## src/common/rlbp_pkg.sv

```systemverilog
// Shared widths, Wishbone register map and sh_cmp channel index
// Register word union with edge-pair and control/status views
package rlbp_pkg;

	localparam int COUNT_W     = 12;
	localparam int WB_DATA_W   = 32;
	localparam int WB_ADDR_W   = 8;
	localparam int WINDOW_BITS = 9;
	localparam int ROW_LEN     = 3;
	localparam int SH_CMP_CH   = 5;

	// Byte offsets
	localparam logic [WB_ADDR_W-1:0] REG_CTRL      = 8'h00;
	localparam logic [WB_ADDR_W-1:0] REG_FRAME     = 8'h04;
	localparam logic [WB_ADDR_W-1:0] REG_STATUS    = 8'h08;
	localparam logic [WB_ADDR_W-1:0] REG_EDGE_BASE = 8'h10;

	// One data word, read as an edge pair or as control/status
	typedef union packed {
		struct packed {
			logic [WB_DATA_W-16-COUNT_W-1:0] rsv_hi;
			logic [COUNT_W-1:0]              fall;
			logic [16-COUNT_W-1:0]           rsv_lo;
			logic [COUNT_W-1:0]              rise;
		} edges;
		struct packed {
			logic [WB_DATA_W-WINDOW_BITS-2:0] rsv;
			logic [WINDOW_BITS-1:0]           window;
			logic                             flag;
		} ctrl;
	} reg_word_u;

endpackage
```

## src/logic/sensor_readout_top.sv

```systemverilog
// Pixel readout controller top level
// Config registers, strobe timing, RLBP capture and serializer
`timescale 1ns/10ps

module sensor_readout_top #(
	parameter int NUM_CHANNELS = 7
) (
	input  logic                           clk,
	input  logic                           reset,
	input  logic                           wb_cyc_i,
	input  logic                           wb_stb_i,
	input  logic                           wb_we_i,
	input  logic [rlbp_pkg::WB_ADDR_W-1:0] wb_adr_i,
	input  logic [rlbp_pkg::WB_DATA_W-1:0] wb_dat_i,
	input  logic                           cmp_i,
	output logic [rlbp_pkg::WB_DATA_W-1:0] wb_dat_o,
	output logic                           wb_ack_o,
	output logic [NUM_CHANNELS-1:0]        pulse_o,
	output logic                           ser_data_o,
	output logic                           ser_valid_o
);

	logic [NUM_CHANNELS*rlbp_pkg::COUNT_W-1:0] rise;
	logic [NUM_CHANNELS*rlbp_pkg::COUNT_W-1:0] fall;
	logic [rlbp_pkg::COUNT_W-1:0]              frame_len;
	logic                                      start;
	logic                                      done;
	logic                                      load;
	logic [rlbp_pkg::WINDOW_BITS-1:0]          window;
	logic                                      cmp_q;

	// Comparator bit from the pixel array
	always_ff @(posedge clk or posedge reset) begin
		if (reset)
			cmp_q <= 1'b0;
		else
			cmp_q <= cmp_i;
	end

	wb_config_regs #(.NUM_CHANNELS(NUM_CHANNELS)) wb_config_regs_i (
		.clk (clk), .reset (reset),
		.wb_cyc_i (wb_cyc_i), .wb_stb_i (wb_stb_i), .wb_we_i (wb_we_i),
		.wb_adr_i (wb_adr_i), .wb_dat_i (wb_dat_i),
		.wb_dat_o (wb_dat_o), .wb_ack_o (wb_ack_o),
		.rise_o (rise), .fall_o (fall), .frame_len_o (frame_len), .start_o (start),
		.done_i (done), .window_i (window)
	);

	timing_gen #(.NUM_CHANNELS(NUM_CHANNELS)) timing_gen_i (
		.clk (clk), .reset (reset), .start_i (start), .frame_len_i (frame_len),
		.rise_i (rise), .fall_i (fall), .pulse_o (pulse_o)
	);

	rlbp_capture rlbp_capture_i (
		.clk (clk), .reset (reset), .start_i (start),
		.pxl_done_i (pulse_o[rlbp_pkg::SH_CMP_CH]), .cmp_i (cmp_q),
		.done_o (done), .load_o (load), .window_o (window)
	);

	rlbp_serializer rlbp_serializer_i (
		.clk (clk), .reset (reset), .load_i (load), .window_i (window),
		.ser_data_o (ser_data_o), .ser_valid_o (ser_valid_o)
	);

endmodule

```

## src/logic/wb_config_regs.sv

```systemverilog
// Wishbone classic slave for the readout configuration
// Control, frame length, per-channel edges and capture status
`timescale 1ns/10ps

module wb_config_regs #(
	parameter int NUM_CHANNELS = 7
) (
	input  logic                                          clk,
	input  logic                                          reset,
	input  logic                                          wb_cyc_i,
	input  logic                                          wb_stb_i,
	input  logic                                          wb_we_i,
	input  logic [rlbp_pkg::WB_ADDR_W-1:0]                wb_adr_i,
	input  logic [rlbp_pkg::WB_DATA_W-1:0]                wb_dat_i,
	output logic [rlbp_pkg::WB_DATA_W-1:0]                wb_dat_o,
	output logic                                          wb_ack_o,
	output logic [NUM_CHANNELS*rlbp_pkg::COUNT_W-1:0]     rise_o,
	output logic [NUM_CHANNELS*rlbp_pkg::COUNT_W-1:0]     fall_o,
	output logic [rlbp_pkg::COUNT_W-1:0]                  frame_len_o,
	output logic                                          start_o,
	input  logic                                          done_i,
	input  logic [rlbp_pkg::WINDOW_BITS-1:0]              window_i
);

	localparam int EIDX_W = rlbp_pkg::WB_ADDR_W - 2;

	logic [rlbp_pkg::COUNT_W-1:0] rise_q [NUM_CHANNELS];
	logic [rlbp_pkg::COUNT_W-1:0] fall_q [NUM_CHANNELS];
	logic [rlbp_pkg::COUNT_W-1:0] frame_len_q;
	logic                         start_q;
	logic                         req;
	logic [rlbp_pkg::WB_ADDR_W-1:0] edge_off;
	logic [EIDX_W-1:0]              edge_idx;
	logic                           edge_hit;
	rlbp_pkg::reg_word_u            wr_word;
	rlbp_pkg::reg_word_u            rd_word;

	// New request only while no ack is out, so ack lasts one cycle
	assign req = wb_cyc_i && wb_stb_i && !wb_ack_o;

	assign edge_off = wb_adr_i - rlbp_pkg::REG_EDGE_BASE;
	assign edge_idx = edge_off[rlbp_pkg::WB_ADDR_W-1:2];
	assign edge_hit = (wb_adr_i >= rlbp_pkg::REG_EDGE_BASE) && (wb_adr_i[1:0] == 2'b00);
	assign wr_word  = wb_dat_i;

	always_ff @(posedge clk or posedge reset) begin
		if (reset) begin
			wb_ack_o    <= 1'b0;
			start_q     <= 1'b0;
			frame_len_q <= '0;
			for (int n = 0; n < NUM_CHANNELS; n++) begin
				rise_q[n] <= '0;
				fall_q[n] <= '0;
			end
		end else begin
			wb_ack_o <= req;
			if (req && wb_we_i) begin
				if (wb_adr_i == rlbp_pkg::REG_CTRL)
					start_q <= wr_word.ctrl.flag;
				if (wb_adr_i == rlbp_pkg::REG_FRAME)
					frame_len_q <= wb_dat_i[rlbp_pkg::COUNT_W-1:0];
				for (int n = 0; n < NUM_CHANNELS; n++) begin
					if (edge_hit && edge_idx == EIDX_W'(n)) begin
						rise_q[n] <= wr_word.edges.rise;
						fall_q[n] <= wr_word.edges.fall;
					end
				end
			end
		end
	end

	// Read mux, unmapped offsets give zero
	always_comb begin
		rd_word = '0;
		if (wb_adr_i == rlbp_pkg::REG_CTRL) begin
			rd_word.ctrl.flag = start_q;
		end else if (wb_adr_i == rlbp_pkg::REG_FRAME) begin
			rd_word = rlbp_pkg::WB_DATA_W'(frame_len_q);
		end else if (wb_adr_i == rlbp_pkg::REG_STATUS) begin
			// Live capture status
			rd_word.ctrl.flag   = done_i;
			rd_word.ctrl.window = window_i;
		end else begin
			for (int n = 0; n < NUM_CHANNELS; n++) begin
				if (edge_hit && edge_idx == EIDX_W'(n)) begin
					rd_word.edges.rise = rise_q[n];
					rd_word.edges.fall = fall_q[n];
				end
			end
		end
	end

	always_ff @(posedge clk or posedge reset) begin
		if (reset)
			wb_dat_o <= '0;
		else if (req && !wb_we_i)
			wb_dat_o <= rd_word;
	end

	for (genvar n = 0; n < NUM_CHANNELS; n++) begin : g_flat
		assign rise_o[n*rlbp_pkg::COUNT_W +: rlbp_pkg::COUNT_W] = rise_q[n];
		assign fall_o[n*rlbp_pkg::COUNT_W +: rlbp_pkg::COUNT_W] = fall_q[n];
	end

	assign frame_len_o = frame_len_q;
	assign start_o     = start_q;

endmodule

```

## src/rlbp/rlbp_serializer.sv

```systemverilog
// Window serializer, LSB first with a valid flag
`timescale 1ns/10ps

module rlbp_serializer (
	input  logic                             clk,
	input  logic                             reset,
	input  logic                             load_i,
	input  logic [rlbp_pkg::WINDOW_BITS-1:0] window_i,
	output logic                             ser_data_o,
	output logic                             ser_valid_o
);

	localparam int CNT_W = $clog2(rlbp_pkg::WINDOW_BITS);

	logic [rlbp_pkg::WINDOW_BITS-1:0] shift_q;
	logic [CNT_W-1:0]                 bits_left;

	always_ff @(posedge clk or posedge reset) begin
		if (reset) begin
			shift_q     <= '0;
			bits_left   <= '0;
			ser_data_o  <= 1'b0;
			ser_valid_o <= 1'b0;
		end else if (!ser_valid_o) begin
			if (load_i) begin
				// Bit 0 goes out straight away
				ser_data_o  <= window_i[0];
				ser_valid_o <= 1'b1;
				shift_q     <= {1'b0, window_i[rlbp_pkg::WINDOW_BITS-1:1]};
				bits_left   <= CNT_W'(rlbp_pkg::WINDOW_BITS - 1);
			end
		end else if (bits_left != '0) begin
			ser_data_o <= shift_q[0];
			shift_q    <= {1'b0, shift_q[rlbp_pkg::WINDOW_BITS-1:1]};
			bits_left  <= bits_left - 1'b1;
		end else begin
			ser_data_o  <= 1'b0;
			ser_valid_o <= 1'b0;
		end
	end

endmodule

```

## src/rlbp/rlbp_capture.sv

```systemverilog
// RLBP capture sequencer
// Samples the comparator on sh_cmp rising edges into a 3x3 window
`timescale 1ns/10ps

module rlbp_capture (
	input  logic                             clk,
	input  logic                             reset,
	input  logic                             start_i,
	input  logic                             pxl_done_i,
	input  logic                             cmp_i,
	output logic                             done_o,
	output logic                             load_o,
	output logic [rlbp_pkg::WINDOW_BITS-1:0] window_o
);

	localparam int ROWS  = rlbp_pkg::WINDOW_BITS / rlbp_pkg::ROW_LEN;
	localparam int RW    = $clog2(ROWS);
	localparam int CW    = $clog2(rlbp_pkg::ROW_LEN);
	localparam int IDX_W = $clog2(rlbp_pkg::WINDOW_BITS);

	localparam logic [RW-1:0] LAST_ROW = RW'(ROWS - 1);
	localparam logic [CW-1:0] LAST_COL = CW'(rlbp_pkg::ROW_LEN - 1);

	localparam logic [1:0] ST_IDLE    = 2'd0;
	localparam logic [1:0] ST_COLLECT = 2'd1;
	localparam logic [1:0] ST_HOLD    = 2'd2;

	logic [1:0]       state;
	logic             pxl_d;
	logic             pxl_rise;
	logic [RW-1:0]    row_cnt;
	logic [CW-1:0]    col_cnt;
	logic [IDX_W-1:0] bit_idx;
	logic             last_sample;

	assign pxl_rise    = pxl_done_i && !pxl_d;
	assign bit_idx     = IDX_W'(row_cnt * rlbp_pkg::ROW_LEN + col_cnt);
	assign last_sample = (row_cnt == LAST_ROW) && (col_cnt == LAST_COL);

	always_ff @(posedge clk or posedge reset) begin
		if (reset)
			pxl_d <= 1'b0;
		else
			pxl_d <= pxl_done_i;
	end

	always_ff @(posedge clk or posedge reset) begin
		if (reset) begin
			state    <= ST_IDLE;
			row_cnt  <= '0;
			col_cnt  <= '0;
			done_o   <= 1'b0;
			load_o   <= 1'b0;
			window_o <= '0;
		end else begin
			load_o <= 1'b0;
			if (!start_i) begin
				// Stop aborts or ends the capture
				state   <= ST_IDLE;
				row_cnt <= '0;
				col_cnt <= '0;
				done_o  <= 1'b0;
			end else begin
				case (state)
					ST_IDLE:
						state <= ST_COLLECT;
					ST_COLLECT:
						if (pxl_rise) begin
							window_o[bit_idx] <= cmp_i;
							if (last_sample) begin
								state  <= ST_HOLD;
								done_o <= 1'b1;
								load_o <= 1'b1;
							end else if (col_cnt == LAST_COL) begin
								// Next row of the neighbourhood
								col_cnt <= '0;
								row_cnt <= row_cnt + 1'b1;
							end else begin
								col_cnt <= col_cnt + 1'b1;
							end
						end
					// Wait here for start to drop
					default:
						state <= ST_HOLD;
				endcase
			end
		end
	end

endmodule

```

## src/timing/timing_gen.sv

```systemverilog
// Frame counter with programmable wrap
// Bank of pulse channels driven from the shared count
`timescale 1ns/10ps

module timing_gen #(
	parameter int NUM_CHANNELS = 7
) (
	input  logic                                      clk,
	input  logic                                      reset,
	input  logic                                      start_i,
	input  logic [rlbp_pkg::COUNT_W-1:0]              frame_len_i,
	input  logic [NUM_CHANNELS*rlbp_pkg::COUNT_W-1:0] rise_i,
	input  logic [NUM_CHANNELS*rlbp_pkg::COUNT_W-1:0] fall_i,
	output logic [NUM_CHANNELS-1:0]                   pulse_o
);

	logic [rlbp_pkg::COUNT_W-1:0] count_q;
	logic [rlbp_pkg::COUNT_W-1:0] last_count;

	assign last_count = frame_len_i - rlbp_pkg::COUNT_W'(1);

	// Held at zero while stopped
	always_ff @(posedge clk or posedge reset) begin
		if (reset)
			count_q <= '0;
		else if (!start_i)
			count_q <= '0;
		else if (count_q >= last_count)
			count_q <= '0;
		else
			count_q <= count_q + 1'b1;
	end

	for (genvar n = 0; n < NUM_CHANNELS; n++) begin : g_chan
		pulse_channel pulse_channel_i (
			.clk     (clk),
			.reset   (reset),
			.count_i (count_q),
			.rise_i  (rise_i[n*rlbp_pkg::COUNT_W +: rlbp_pkg::COUNT_W]),
			.fall_i  (fall_i[n*rlbp_pkg::COUNT_W +: rlbp_pkg::COUNT_W]),
			.pulse_o (pulse_o[n])
		);
	end

endmodule

```

## src/timing/pulse_channel.sv

```systemverilog
// Single programmable strobe, high between rise and fall counts
`timescale 1ns/10ps

module pulse_channel (
	input  logic                         clk,
	input  logic                         reset,
	input  logic [rlbp_pkg::COUNT_W-1:0] count_i,
	input  logic [rlbp_pkg::COUNT_W-1:0] rise_i,
	input  logic [rlbp_pkg::COUNT_W-1:0] fall_i,
	output logic                         pulse_o
);

	logic in_window;

	// Empty window when rise is not below fall
	assign in_window = (count_i >= rise_i) && (count_i < fall_i);

	// Strobe lags the count by one cycle
	always_ff @(posedge clk or posedge reset) begin
		if (reset)
			pulse_o <= 1'b0;
		else
			pulse_o <= in_window;
	end

endmodule

```

## config.mk

```make
export PLATFORM = sky130hd
export DESIGN_NAME = sensor_readout_top
export DESIGN_NICKNAME = d
export VERILOG_FILES = /design/src/common/rlbp_pkg.sv /design/src/logic/sensor_readout_top.sv /design/src/logic/wb_config_regs.sv /design/src/rlbp/rlbp_serializer.sv /design/src/rlbp/rlbp_capture.sv /design/src/timing/timing_gen.sv /design/src/timing/pulse_channel.sv
export SDC_FILE = /design/constraint.sdc
export NUM_CORES = 1
export LEC_CHECK = 0
export ABC_CLOCK_PERIOD_IN_PS = 12100
export BUFFER_PORTS_ARGS = -buffer_cell sky130_fd_sc_hd__buf_2
export CORE_AREA = 2 2 166 168
export DETAILED_ROUTE_END_ITERATION = 7
export DIE_AREA = 0 0 168 170
export PLACE_DENSITY = 0.86
export SLEW_MARGIN = 20
export SYNTH_ARGS = -nofsm -noshare
export SYNTH_HDL_FRONTEND = slang
export SYNTH_SLANG_ARGS = --single-unit
```

## constraint.sdc

```tcl
create_clock -name clk -period 12.1 [get_ports clk]
set_clock_uncertainty 0.2 [all_clocks]
set_input_delay 2.42 -clock clk [delete_from_list [all_inputs] [get_ports clk]]
set_output_delay 2.42 -clock clk [all_outputs]
set_load 0.005 [all_outputs]
```

### Word level (Yosys, flattened, before mapping)

Index checks and enable logic that the tools add are counted.

| storage, ports and cells | value |
|---|---|
| bits in registers | 267 |
| bits of input ports | 46 |
| logic and storage cells | 189 |

| operators by class | value |
|---|---|
| multiplexer cells | 60 |
| reduce and logical (&&, ||, !) cells | 46 |
| $lt $le $gt $ge | 18 |
| equal/unequal tests | 19 |
| $mul | 1 |
| add/subtract/negate cells | 7 |

Operator list:

| kind | number |
|---|---|
| $mux W12 | 19 |
| $ge A12 B12 Y1 | 8 |
| $lt A12 B12 Y1 | 7 |
| $mux W2 | 14 |
| $mux W27 | 1 |
| $mux W9 | 3 |
| $logic_and A1 B1 Y1 | 22 |
| $reduce_and A2 Y1 | 11 |
| $eq A6 B3 Y1 const B | 3 |
| $mux W1 | 16 |
| $add A12 B1 Y12 const B | 1 |
| $eq A6 B2 Y1 const B | 2 |
| $mux W4 | 3 |
| $sub A12 B1 Y12 const B | 1 |
| $mux W10 | 1 |
| $bwmux W9 | 1 |
| $reduce_and A3 Y1 | 3 |
| $eq A8 B3 Y1 const B | 1 |
| $eq A8 B4 Y1 const B | 1 |
| $ge A8 B5 Y1 const B | 1 |
| $logic_not A8 Y1 | 1 |
| $ne A2 B1 Y1 const B | 4 |
| $sub A8 B5 Y8 const B | 1 |
| $eq A6 B1 Y1 const B | 1 |
| other kinds (18) | 25 |

### Depth between registers and ports, before layout

Gate-level depths: netlist of the first run.

| depth | value |
|---|---|
| word-level depth | 13 |
| gate-level depth with buffers | 12 |
| depth with buffers taken out | 11 |

### Hierarchy

Synthesis of the first run repeated with hierarchy kept, for this count alone.

| unflattened totals | value |
|---|---|
| cells, all modules | 1584 |
| area, all modules | 16594.7 um^2 |

By module, submodules not included:

| module | cells each | times used | area an instance (um^2) |
|---|---|---|---|
| wb_config_regs | 792 | 1 | 9686.8 |
| pulse_channel | 78 | 7 | 601.8 |
| timing_gen | 108 | 1 | 978.4 |
| rlbp_capture | 80 | 1 | 964.7 |
| rlbp_serializer | 56 | 1 | 723.2 |
| sensor_readout_top | 2 | 1 | 28.8 |

### Worst setup path after synthesis of the first run

Ideal clock, no wire load.

| timing path | value |
|---|---|
| path type | input to register |
| start point | input wb_adr_i[0] in the netlist's numbering |
| end point | register wb_config_regs_i.fall_q (netlist bit wb_config_regs_i.fall_o[48]) |
| arrival time | 4007 ps |
| buffers on the path | 2 |
| stages | 7 |
| data required time | 11775 ps |
| library setup time | 125 ps |
| path slack | 7768 ps |
| cell sequence | buf_4 -> or3_1 -> nor2_4 -> nand2_1 -> nor2_2 -> buf_4 -> mux2_2 |

| on the way | value |
|---|---|
| cells in the longest elaborated chain, start to end | 4 |

Ends and longest elaborated chain:

| element | line | RTL |
|---|---|---|
| start: declaration | sensor_readout_top.sv:13 | `input logic [rlbp_pkg::WB_ADDR_W-1:0] wb_adr_i,` |
| $sub A8 B5 Y8 (tied with other cells) | wb_config_regs.sv:41 | `assign edge_off = wb_adr_i - rlbp_pkg::REG_EDGE_BASE;` |
| $eq A6 B3 Y1 / $logic_and A1 B1 Y1 (equally long branches) | wb_config_regs.sv:63, wb_config_regs.sv:43 |  |
| $logic_and A1 B1 Y1 * | wb_config_regs.sv:63 | `if (edge_hit && edge_idx == EIDX_W'(n)) begin` |
| $reduce_and A2 Y1 (no source line) * | n/a |  |
| end signal: indexed assignment | wb_config_regs.sv:65 | `fall_q[n] <= wr_word.edges.fall;` |
| end: declaration | wb_config_regs.sv:28 | `logic [rlbp_pkg::COUNT_W-1:0] fall_q [NUM_CHANNELS];` |

Mark *: on every way between the ends. The rest lies on a longest branch, timed or not.
A chain may end at the register's enable or synchronous reset.

### Worst setup path in the final report of the first run

| timing path | value |
|---|---|
| start point | input wb_adr_i[2] in the netlist's numbering |
| end point | register wb_config_regs_i.fall_q (netlist bit wb_config_regs_i.fall_o[60]) |

| on the way | value |
|---|---|
| cells in the longest elaborated chain, start to end | 4 |

Ends and longest elaborated chain:

| element | line |
|---|---|
| $sub A8 B5 Y8 / $ge A8 B5 Y1 (equally long branches) | wb_config_regs.sv:41, wb_config_regs.sv:43 |
| $eq A6 B3 Y1 / $logic_and A1 B1 Y1 (equally long branches) | wb_config_regs.sv:63, wb_config_regs.sv:43 |
| $logic_and A1 B1 Y1 * | wb_config_regs.sv:63 |
| $reduce_and A2 Y1 (no source line) * | n/a |

Marked as above.

==> key figures, run 1 <==
Status
  – Run status: complete, no violations

Yosys
  – Distinct cells, synth: 71
  – Top cell type by total area after synthesis: dfrtp_1
  – Yosys warning total: 0
  – Synth top area share: between 30 and 40%
  – Main flop type after synthesis: dfrtp_1
  – Post-synthesis cell area: 16420 um^2
  – Top-count cell post-synth: dfrtp_1
  – Synth async-reset ratio: 100.0%
  – Seq/Total Area, Yosys: between 30% and 40%
  – Largest cells by area after synthesis: dfrtp_1, ha_1, mux2_2
  – Register bit total from synthesis: roughly 260
  – Synth top cells by count: dfrtp_1, ha_1, inv_1
  – Avg Cell Area, Syn: 10.55 um^2
  – Post-synth EDFFs: 0
  – Synth Instances: 1557

Cells and area
  – Layout cells sized above 1: between 20 and 25%
  – Total Nets Final: 1834
  – # fillers: around 1900
  – Area delta synth->final: 9.317%
  – Sequential cell area: approximately 6500 um^2
  – Area taken by multi-input logic gates: between 8000 and 9000 um^2
  – Fin area: between 15000 and 20000 um^2

Drt
  – Wirelength per Cell: approximately 24 um
  – Final ANT Viol Nets: 0
  – Post-Route WL: 46970 um
  – Routed wl met2: 21360 um
  – Met1 wire length: about 18000 um
  – Met3 WL post-DR: between 4000 and 5000 um
  – DRC viols: 0
  – Uppermost routed layer: met5
  – Vias per std cell: between 6 and 7
  – DRC marker count from the first detailed-route iteration: 1378
  – TritonRoute pass-1 iters: 6
  – Via count: 13210

Clocking
  – CTS tree: done
  – CTS Buf Count: 29
  – Post-CTS Resized: 0
  – CTS root buffer: clkbuf_16
  – CTS clk-pin slew, worst paths: ~60 ps
  – CTS Sinks: between 200 and 300
  – Setup Buffers After CTS: 0
  – H-tree lvl count: 1
  – Worst-Skew Late Latency: about 560 ps
  – Post-CTS Hold Buffers: 0
  – Clock Path Buffers: 3

Placement
  – PortBufs: between 70 and 80
  – Gpl congestion: 0.9552
  – DP HPWL: between 30000 and 40000 um
  – Placement Cell Area: 16950 um^2

Worst setup path
  – Worst-path fanout max: ~60
  – RR Startpoint: wb_config_regs_i.frame_len_o[2]
  – Worst setup EP type: flop
  – CP arrival: between 5000 and 6000 ps
  – CP startpoint kind: primary input
  – Required @ worst endpoint: 12340 ps
  – Reg2reg setup slack: slightly below 9000 ps
  – R2R cell count: 10
  – Reg-to-reg endpoint: timing_gen_i.count_q[6]
  – Kind of critical path: in -> reg

Min path
  – Hold endpoint: rlbp_capture_i.pxl_d
  – Hold Crit Depth: 0
  – Worst hold start: timing_gen_i.g_chan[5].pulse_channel_i.pulse_o
  – HP Class: reg -> reg

Die
  – Die area: around 29000 um^2
  – Core ar.: 26650 um^2
  – Ports: between 80 and 90
  – Site row count: 60
  – Initial Utilization: slightly above 60%
  – DIE WIDTH: ~170 um
  – Die Ht: between 150 and 200 um

Power and ir drop
  – P_leak: roughly 8.7 nW
  – Pwr per Cell Area: around 110 nW/um^2
  – Total power: 1.933 mW
  – Worst vdd ir: between 0.1 and 0.15 mV

Timing
  – Period utilization: a little over two fifths
  – F_max: ~200 MHz
  – Final Max Slew Viols: 0
  – Final Critical Period: slightly above 5000 ps
  – Slew Limit Headroom: 22.23%
  – Endpoints failing setup: 0
  – Hold slack: between 200 and 250 ps
  – Setup TNS: 0 ps
  – Worst slew pin tran: 1162 ps
  – RSZ-0062 raised after global routing: false
  – Endpoints failing hold: 0

Job
  – Max Cap Viol: 0

GRT
  – Initial antenna violation count: 5
  – Aggregate global routing overflow: 0
  – Number of global-route vias before repair: approximately 13000
  – Global-route wire length before repair: ~73000 um
  – Total GRT Usage: between 30% and 40%
  – Largest net degree at the start of global routing: between 100 and 150
## sequential cells by signal (all words and copies together), names as in the netlist
| name | count |
|---|---|
| wb_config_regs_i.fall_o | 84 |
| wb_config_regs_i.rise_o | 84 |
| wb_config_regs_i.wb_dat_o | 24 |
| timing_gen_i.count_q | 12 |
| wb_config_regs_i.frame_len_o | 12 |
| rlbp_capture_i.window_o | 9 |
| rlbp_serializer_i.shift_q | 8 |
| timing_gen_i.g_chan.pulse_channel_i.pulse_o | 7 |
| rlbp_serializer_i.bits_left | 4 |
| rlbp_capture_i.col_cnt | 2 |
| rlbp_capture_i.row_cnt | 2 |
| rlbp_capture_i.state | 2 |
| cmp_q | 1 |
| rlbp_capture_i.done_o | 1 |
| rlbp_capture_i.load_o | 1 |
| rlbp_capture_i.pxl_d | 1 |
| rlbp_serializer_i.ser_data_o | 1 |
| rlbp_serializer_i.ser_valid_o | 1 |
| wb_config_regs_i.start_o | 1 |
| wb_config_regs_i.wb_ack_o | 1 |
## cells by family after synthesis
kind of cell	count (synthesis)	synth area share (%)
buffers and inverters	260	6.826
other	1	0.02283
adder cells (fa/ha/maj)	182	13.96
flip-flops	258	39.31
AO/OA/AOI/OAI	362	14.99
AND/OR/NAND/NOR	261	8.898
XOR/XNOR	23	1.226
multiplexers	210	14.77
## layout make-up
class	count	area share, %
clock inverters	14	0.8362
repair buffers	93	2.969
inverters	178	3.763
diodes	3	0.04181
flip-flops and latches	258	35.96
multi-input cells	1046	49.47
clock buffers	39	4.585
well taps	341	2.376
## worst max-delay path by stage
stage / start / endpoint / slack, ps / depth (start not counted)
floorplan: reset / cmp_q / 2380 / 1
global placement: wb_adr_i[2] / wb_config_regs_i.fall_o[63] / 6610 / 7
detailed placement: wb_adr_i[2] / wb_config_regs_i.fall_o[6] / 6550 / 6
CTS: wb_adr_i[2] / wb_config_regs_i.fall_o[0] / 7130 / 6
global route: wb_adr_i[2] / wb_config_regs_i.fall_o[60] / 6960 / 7
finish: wb_adr_i[2] / wb_config_regs_i.fall_o[60] / 7010 / 7
## where the power goes
group          switching, mW  leakage [nW]  internal, mW  total, mW
clock                  0.375         0.459         0.521      0.896
sequential            0.0126          3.58         0.880      0.892
combinational         0.0953          4.67        0.0491      0.144
## cells in the final DEF (no fill, tap or decap), types with 8 or more instances in the layout
cell type and n:
o21ai_1 20, nand3_1 29, buf_4 21, o2111ai_1 8
buf_2 71, xor2_1 12, dfrtp_1 258, inv_1 177
a22oi_1 23, ha_1 180, clkbuf_16 29, mux2_4 20
mux2i_1 11, mux2_1 40, o21a_1 8, nor2_1 67
xnor2_1 11, conb_1 8, a2111oi_0 21, o2bb2ai_1 24
a221o_1 11, nand2_1 47, mux2_2 139, nor3_1 9
nand4_1 15, nand4b_1 8, o22ai_1 23, nand2b_1 28
a211oi_1 22, a21o_1 38, a21oi_1 83, o21ai_0 49
## metrics by stage
step	util [%]	cells	setup WS [ps]
after CTS	67.26	1968	7130
final	67.37	1972	7005
after floorplan	-	1564	2382
after global placement	63.61	1915	6610
after global routing	67.36	1971	6961
after detailed placement	63.61	1915	6554
## critical path, stage by stage
cell and delay [ps]:
buf_2 70, buf_4 630, nor4b_4 620, nand2_1 190, nor2_2 610, buf_4 390, mux2_2 380
## metal layers
layer / up-vias / track usage, %
li1: 5729 / -
met1: 6461 / 41.56
met2: 790 / 53.52
met3: 228 / 6.465
met4: 2 / 18.98
met5: - / 0
No activity file was read; power rests on OpenSTA's default activity.
==> run 2, diff against run 1 <==
--- a/config.mk
+++ b/config.mk
@@ -5,7 +5,7 @@
 export SDC_FILE = /design/constraint.sdc
 export NUM_CORES = 1
 export LEC_CHECK = 0
-export ABC_CLOCK_PERIOD_IN_PS = 12100
+export ABC_CLOCK_PERIOD_IN_PS = 4800
 export BUFFER_PORTS_ARGS = -buffer_cell sky130_fd_sc_hd__buf_2
 export CORE_AREA = 2 2 166 168
 export DETAILED_ROUTE_END_ITERATION = 7
==> constraint.sdc (replaced) <==
create_clock -name clk -period 4.8 [get_ports clk]
set_clock_uncertainty 0.2 [all_clocks]
set_input_delay 0.96 -clock clk [delete_from_list [all_inputs] [get_ports clk]]
set_output_delay 0.96 -clock clk [all_outputs]
set_load 0.005 [all_outputs]
==> run 2 against run 1 <==
Sequential share of layout area down 0.21 points. Cell area up 0.58%. Final cell count increased by 0.25%. Sequential cell count stayed put. Power rose to 2.6 times the previous value. Non-clock buffer count grew 7. Sequential power rose to 2.5 times the previous value. Worst setup slack worse by 5600 ps. Critical endpoint is now timing_gen_i.count_q[9]. Largest power group unchanged.
==> key figures, run 2 (synthesized netlist as in run 1, its figures left out) <==
GRT
  – Largest net degree at the start of global routing: 189 (+63%)
  – Initial antenna violation count: 3 (-2)
  – Global-route wire length before repair: 73040 um (-0.53%)
  – Number of global-route vias before repair: 13310 (-0.87%)
  – Aggregate global routing overflow: 0 (unchanged)
  – Total GRT Usage: 32.96% (-0.056 points)

Die
  – Ports: 88 (unchanged)
  – Core ar.: 26650 um^2 (unchanged)
  – DIE WIDTH: 168 um (unchanged)
  – Die area: 28560 um^2 (unchanged)
  – Die Ht: 170 um (unchanged)
  – Site row count: 60 (unchanged)
  – Initial Utilization: 61.63% (unchanged)

Drt
  – Final ANT Viol Nets: 0 (unchanged)
  – Post-Route WL: 46970 um (about the same)
  – Wirelength per Cell: 23.76 um (-0.25%)
  – Vias per std cell: 6.657 (-0.63%)
  – Via count: 13160 (-0.38%)
  – DRC marker count from the first detailed-route iteration: 1341 (-2.7%)
  – DRC viols: 0 (unchanged)
  – TritonRoute pass-1 iters: 6 (unchanged)

Timing
  – RSZ-0062 raised after global routing: false
  – F_max: a little under 300 MHz
  – Setup TNS: 0 ps (unchanged)
  – Worst slew pin tran: 1087 ps (-74.23 ps)
  – Slew Limit Headroom: 27.17% (+4.9 points)
  – Hold slack: 215.1 ps (-1.075 ps)
  – Endpoints failing setup: 0 (unchanged)
  – Final Critical Period: 3415 ps
  – Endpoints failing hold: 0 (unchanged)
  – Final setup margin: 1385 ps (-5620 ps)
  – Period utilization: a little under three quarters
  – Final Max Slew Viols: 0 (unchanged)

Clocking
  – CTS tree: done
  – CTS clk-pin slew, worst paths: 60 ps (about the same)
  – Clock Path Buffers: 3 (unchanged)
  – Worst-Skew Late Latency: 550 ps (about the same)
  – Setup Buffers After CTS: 0 (unchanged)
  – CTS root buffer: clkbuf_16
  – CTS Buf Count: 28 (-3.4%)
  – H-tree lvl count: 1 (unchanged)
  – Post-CTS Resized: 0 (unchanged)
  – CTS Sinks: 258 (unchanged)
  – Post-CTS Hold Buffers: 0 (unchanged)

Worst setup path
  – CP arrival: 3680 ps (-1650 ps)
  – Crit path cell chain: nor4_1 -> nand2_1 -> nor3_1 -> xnor2_1 -> ha_1 -> or4_1 -> a21oi_1 -> o21ai_0 -> a221o_1 -> nor2_1
  – Worst setup EP type: flop
  – Worst-path fanout max: 12 (-80%)
  – Reg2reg setup slack: 1380 ps (-7290 ps)
  – Crit path from: wb_config_regs_i.frame_len_o[2]
  – CP max stage cell: a221o_1
  – CP Capture Point: timing_gen_i.count_q[9]
  – Buf/Inv on CP: 0 (-3)
  – WP depth: 10 (+3)
  – Required @ worst endpoint: 5070 ps (-7270 ps)
  – Delay-heaviest family, CP: simple AND/OR/NAND/NOR gates
  – Kind of critical path: reg -> reg
  – R2R cell count: 10 (unchanged)
  – Reg-to-reg endpoint: timing_gen_i.count_q[9]
  – CP startpoint kind: flop
  – Critical path's largest stage delay: 560 ps (-70 ps)
  – RR Startpoint: wb_config_regs_i.frame_len_o[2]

Placement
  – Placement Cell Area: 17010 um^2 (+0.36%)
  – DP HPWL: 32880 um (+1.0%)
  – Setup Slack @ Placement: 1047 ps (-5507 ps)
  – Gpl congestion: 0.9754 (+2.1%)
  – Placed Instances: 1922 (+0.37%)
  – PortBufs: 71 (unchanged)

Power and ir drop
  – Pwr per Cell Area: 276.1 nW/um^2 (+160%)
  – P_leak: 8.782 nW (+0.87%)
  – Total power: 4.985 mW (+160%)
  – Worst vdd ir: 0.2986 mV (+190%)

Cells and area
  – Fin area: 18060 um^2 (+0.58%)
  – # fillers: 1873 (-1.8%)
  – Non-Filler Instances: 1977 (+0.25%)
  – Layout cells sized above 1: 20.32% (+0.29 points)
  – Total Nets Final: 1840 (+0.33%)
  – Post-layout util: 67.76% (+0.39 points)
  – Most frequent cells in the layout: dfrtp_1, ha_1, inv_1
  – Most common cell after layout, fill and taps aside: dfrtp_1
  – Area delta synth->final: 9.949%

Status
  – Run status: complete, no violations

Job
  – Max Cap Viol: 0 (unchanged)

Min path
  – HP Class: reg -> reg
## run 2: changes by cell type in the layout (fill, tap and decap cells not counted)
cell        delta
nor2_2         -1
clkbuf_8       -2
inv_8          -1
clkbuf_1       -1
clkinv_2       +4
nor2_1         +1
clkinv_4       -1
buf_4          +6
diode_2        -1
buf_16         +1
clkinvlp_4     -3
bufinv_16      +3
## run 2: metal layers
metal | up-vias | share of wire (%) | track usage (%)
met4 | 2 | 7.3 | 19.51
met2 | 787 | 46 | 54.20
li1 | 5721 | - | -
met1 | 6396 | 37 | 40.96
met5 | - | 0.028 | 0
met3 | 254 | 9.7 | 5.907
## run 2: where the power goes
group	total [mW]	internal (mW)	switching, mW
Sequential	2.25	2.22	0.0321
Clock	2.37	1.44	0.931
Combinational	0.369	0.127	0.242
## run 2: how the worst min path moves through the flow
stage | to | from | cells past startpoint | slack, ps
after global routing | rlbp_capture_i.pxl_d | timing_gen_i.g_chan[5].pulse_channel_i.pulse_o | 0 | 220
after CTS | rlbp_capture_i.pxl_d | timing_gen_i.g_chan[5].pulse_channel_i.pulse_o | 0 | 210
final | rlbp_capture_i.pxl_d | timing_gen_i.g_chan[5].pulse_channel_i.pulse_o | 0 | 220
after global placement | rlbp_capture_i.pxl_d | timing_gen_i.g_chan[5].pulse_channel_i.pulse_o | 0 | 190
after detailed placement | rlbp_capture_i.pxl_d | timing_gen_i.g_chan[5].pulse_channel_i.pulse_o | 0 | 210
after floorplan | rlbp_capture_i.pxl_d | timing_gen_i.g_chan[5].pulse_channel_i.pulse_o | 0 | 180
## run 2: cell type report
| class | count | area [um^2] | share of cell area, % |
|---|---|---|---|
| Tap cell | 341 | 426.7 | 2.363 |
| Multi-Input combinational cell | 1046 | 8880 | 49.17 |
| Clock inverter | 16 | 221.5 | 1.226 |
| Sequential cell | 258 | 6456 | 35.75 |
| Antenna cell | 2 | 5.005 | 0.02771 |
| Timing Repair Buffer | 100 | 605.6 | 3.353 |
| Inverter | 178 | 671.9 | 3.721 |
| Clock buffer | 36 | 792.0 | 4.386 |
==> run 3, diff against run 2 <==
--- a/config.mk
+++ b/config.mk
@@ -5,7 +5,7 @@
 export SDC_FILE = /design/constraint.sdc
 export NUM_CORES = 1
 export LEC_CHECK = 0
-export ABC_CLOCK_PERIOD_IN_PS = 4800
+export ABC_CLOCK_PERIOD_IN_PS = 3400
 export BUFFER_PORTS_ARGS = -buffer_cell sky130_fd_sc_hd__buf_2
 export CORE_AREA = 2 2 166 168
 export DETAILED_ROUTE_END_ITERATION = 7
==> constraint.sdc (replaced) <==
create_clock -name clk -period 3.4 [get_ports clk]
set_clock_uncertainty 0.2 [all_clocks]
set_input_delay 0.68 -clock clk [delete_from_list [all_inputs] [get_ports clk]]
set_output_delay 0.68 -clock clk [all_outputs]
set_load 0.005 [all_outputs]
==> run 3 against run 2 <==
First-iteration DRC count shrank 0.52%. Power increased by 37%. Sequential share of layout area fell by 0.22 points. Worst setup slack got worse by 1100 ps. Clock-buffer cell count up 5. Sequential cell count did not move. Combinational power rose by 45%. Critical path depth did not move. Sequential power is 41% higher. Critical path type unchanged. Largest cell class unchanged. Largest power group is now registers.
==> key figures, run 3 (synthesized netlist as in run 1, its figures left out) <==
Worst setup path
  – Worst setup EP type: flop
  – Worst-path fanout max: 12 (unchanged)
  – Reg2reg setup slack: 320 ps (-1070 ps)
  – Required @ worst endpoint: 3690 ps (-1380 ps)
  – CP arrival: 3370 ps (-310 ps)
  – CP startpoint kind: flop
  – Kind of critical path: reg -> reg

GRT
  – Global-route wire length before repair: 75140 um (+2.9%)
  – Initial antenna violation count: 3 (unchanged)
  – Largest net degree at the start of global routing: 91 (-52%)
  – Total GRT Usage: 34.00% (+1.0 points)
  – Number of global-route vias before repair: 13690 (+2.8%)
  – Aggregate global routing overflow: 0 (unchanged)

Timing
  – Endpoints failing hold: 0 (unchanged)
  – Final Critical Period: 3083 ps (-332.6 ps)
  – Worst slew pin tran: 882.8 ps (-204.6 ps)
  – RSZ-0062 raised after global routing: false
  – Period utilization: 90.66% (+20 points)
  – Endpoints failing setup: 0 (unchanged)
  – Final Max Slew Viols: 0 (unchanged)
  – Slew Limit Headroom: 40.93% (+14 points)
  – Final setup margin: 317.4 ps (-1067 ps)
  – F_max: 324.4 MHz (+11%)

Clocking
  – Worst-Skew Late Latency: 570 ps (+20 ps)
  – CTS tree: done
  – Setup Buffers After CTS: 0 (unchanged)
  – CTS clk-pin slew, worst paths: 60 ps (about the same)
  – CTS Sinks: 258 (unchanged)
  – Clock Path Buffers: 3 (unchanged)
  – CTS root buffer: clkbuf_16
  – CTS Buf Count: 28 (unchanged)
  – H-tree lvl count: 1 (unchanged)

Placement
  – Gpl congestion: 0.9785 (+0.32%)
  – DP HPWL: 34610 um (+5.2%)
  – PortBufs: 71 (unchanged)
  – Setup Slack @ Placement: 263.6 ps (-783.5 ps)

Min path
  – HP Class: in -> reg

Power and ir drop
  – Worst vdd ir: 0.4152 mV (+39%)
  – Clk pwr share: 45.8% (-1.7 points)
  – Pwr per Cell Area: 376.7 nW/um^2 (+36%)
  – P_leak: 8.865 nW (+0.95%)
  – Comb pwr share: 7.8% (+0.4 points)
  – Switching part of the total: 24.70% (+0.53 points)
  – Internal Power: 5.154 mW (+36%)
  – Seq pwr share: 46.4% (+1.3 points)
  – Sw Pwr: 1.691 mW (+40%)

Cells and area
  – Most frequent cells in the layout: dfrtp_1, ha_1, inv_1
  – Most common cell after layout, fill and taps aside: dfrtp_1
  – Area delta synth->final: 10.62%
  – Total Nets Final: 1863 (+1.3%)
  – Layout cells sized above 1: 21.21% (+0.89 points)
  – Post-layout util: 68.17% (+0.41 points)

Die
  – Die Ht: 170 um (unchanged)
  – Initial Utilization: 61.63% (unchanged)
  – Site row count: 60 (unchanged)
  – Core ar.: 26650 um^2 (unchanged)
  – Ports: 88 (unchanged)
  – DIE WIDTH: 168 um (unchanged)
  – Die area: 28560 um^2 (unchanged)

Drt
  – DRC marker count from the first detailed-route iteration: 1334 (-0.52%)
  – Wirelength per Cell: 24.08 um (+1.4%)
  – DRC viols: 0 (unchanged)
  – Via count: 13410 (+1.9%)
  – Vias per std cell: 6.713 (+0.85%)
  – Final ANT Viol Nets: 0 (unchanged)
  – TritonRoute pass-1 iters: 6 (unchanged)
  – Post-Route WL: 48110 um (+2.4%)

Status
  – Run status: complete, no violations

Job
  – Max Cap Viol: 0 (unchanged)
run 3: cell types whose count changed in the layout (fill, tap and decap cells not counted):
cell | before | now
buf_4 | 27 | 48
clkbuf_8 | 4 | 8
bufinv_16 | 5 | 2
buf_12 | 1 | 3
clkbuf_1 | 3 | 5
clkinv_2 | 6 | 4
clkinv_4 | 2 | 0
a221o_1 | 11 | 10
a221o_2 | 0 | 1
buf_16 | 1 | 0
clkbuf_16 | 29 | 28
clkinv_8 | 0 | 1
clkinvlp_4 | 3 | 2
dlygate4sd3_1 | 0 | 1
run 3: final timing paths:
| check | cells after the start | startpoint | to |
|---|---|---|---|
| min | 1 | cmp_i | cmp_q |
| min in group asynchronous | 3 | reset | rlbp_serializer_i.shift_q[0] |
| min reg2reg | 0 | timing_gen_i.g_chan[5].pulse_channel_i.pulse_o | rlbp_capture_i.pxl_d |
| max | 10 | wb_config_regs_i.frame_len_o[2] | timing_gen_i.count_q[8] |
| max reg2reg | 10 | wb_config_regs_i.frame_len_o[2] | timing_gen_i.count_q[8] |
| max in group asynchronous | 4 | reset | wb_config_regs_i.frame_len_o[4] |
run 3: critical path, stage by stage (launching register included):
cell and delay, ps:
dfrtp_1 470, nor4_1 400, nand2_1 160, nor2_1 150
xnor2_1 90, ha_1 210, or4_1 470, a21oi_1 110
o21ai_0 90, a221o_2 490, nor2_1 170
run 3: area by class of cell:
cell class	count	area, um^2
diodes	2	5.005
clock buffers	41	829.5
clock inverters	9	112.6
fillers	1863	8482
inverters	178	671.9
multi-input cells	1046	8881
flip-flops and latches	258	6456
well taps	341	426.7
repair buffers	123	785.8
run 3: stage by stage:
| step | instance area (um^2) | total power, mW | hold WS, ps | instances | TNS [ps] |
|---|---|---|---|---|---|
| 2_1_floorplan | 16450 | 3.539 | 175.1 | 1564 | -226940 |
| 3_3_place_gp | 17210 | 3.723 | 208.6 | 1945 | 0 |
| 5_1_grt | 18170 | 7.014 | 15.83 | 1998 | 0 |
| 4_1_cts | 18160 | 6.847 | 15.78 | 1996 | 0 |
| 3_5_place_dp | 17210 | 3.747 | 206.8 | 1945 | 0 |
| 6_report | 18170 | 6.844 | 23.30 | 1998 | 0 |
run 3: power groups by stage:
stage               registers, mW  logic (mW)  clock network (mW)
floorplan                    3.22       0.320                   0
global placement             3.23       0.496                   0
detailed placement           3.23       0.518                   0
CTS                          3.17       0.525                3.15
global route                 3.18       0.576                3.26
finish                       3.18       0.536                3.13
run 3: layer usage:
layer  global-route usage [%]  share of wire, %  vias to the layer above
met4                    23.06               7.7                        2
met1                    41.97                37                     6576
met3                    5.698               9.4                      254
met2                    55.16                45                      801
met5                        0             0.023                        -
li1                         -                 -                     5780
run 3: what timing repair did:
action                                  CTS  global route
hold buffers                              1             0
endpoints found under the setup margin    0            12
endpoints found under the hold margin    19             0
resized for setup                         0             1
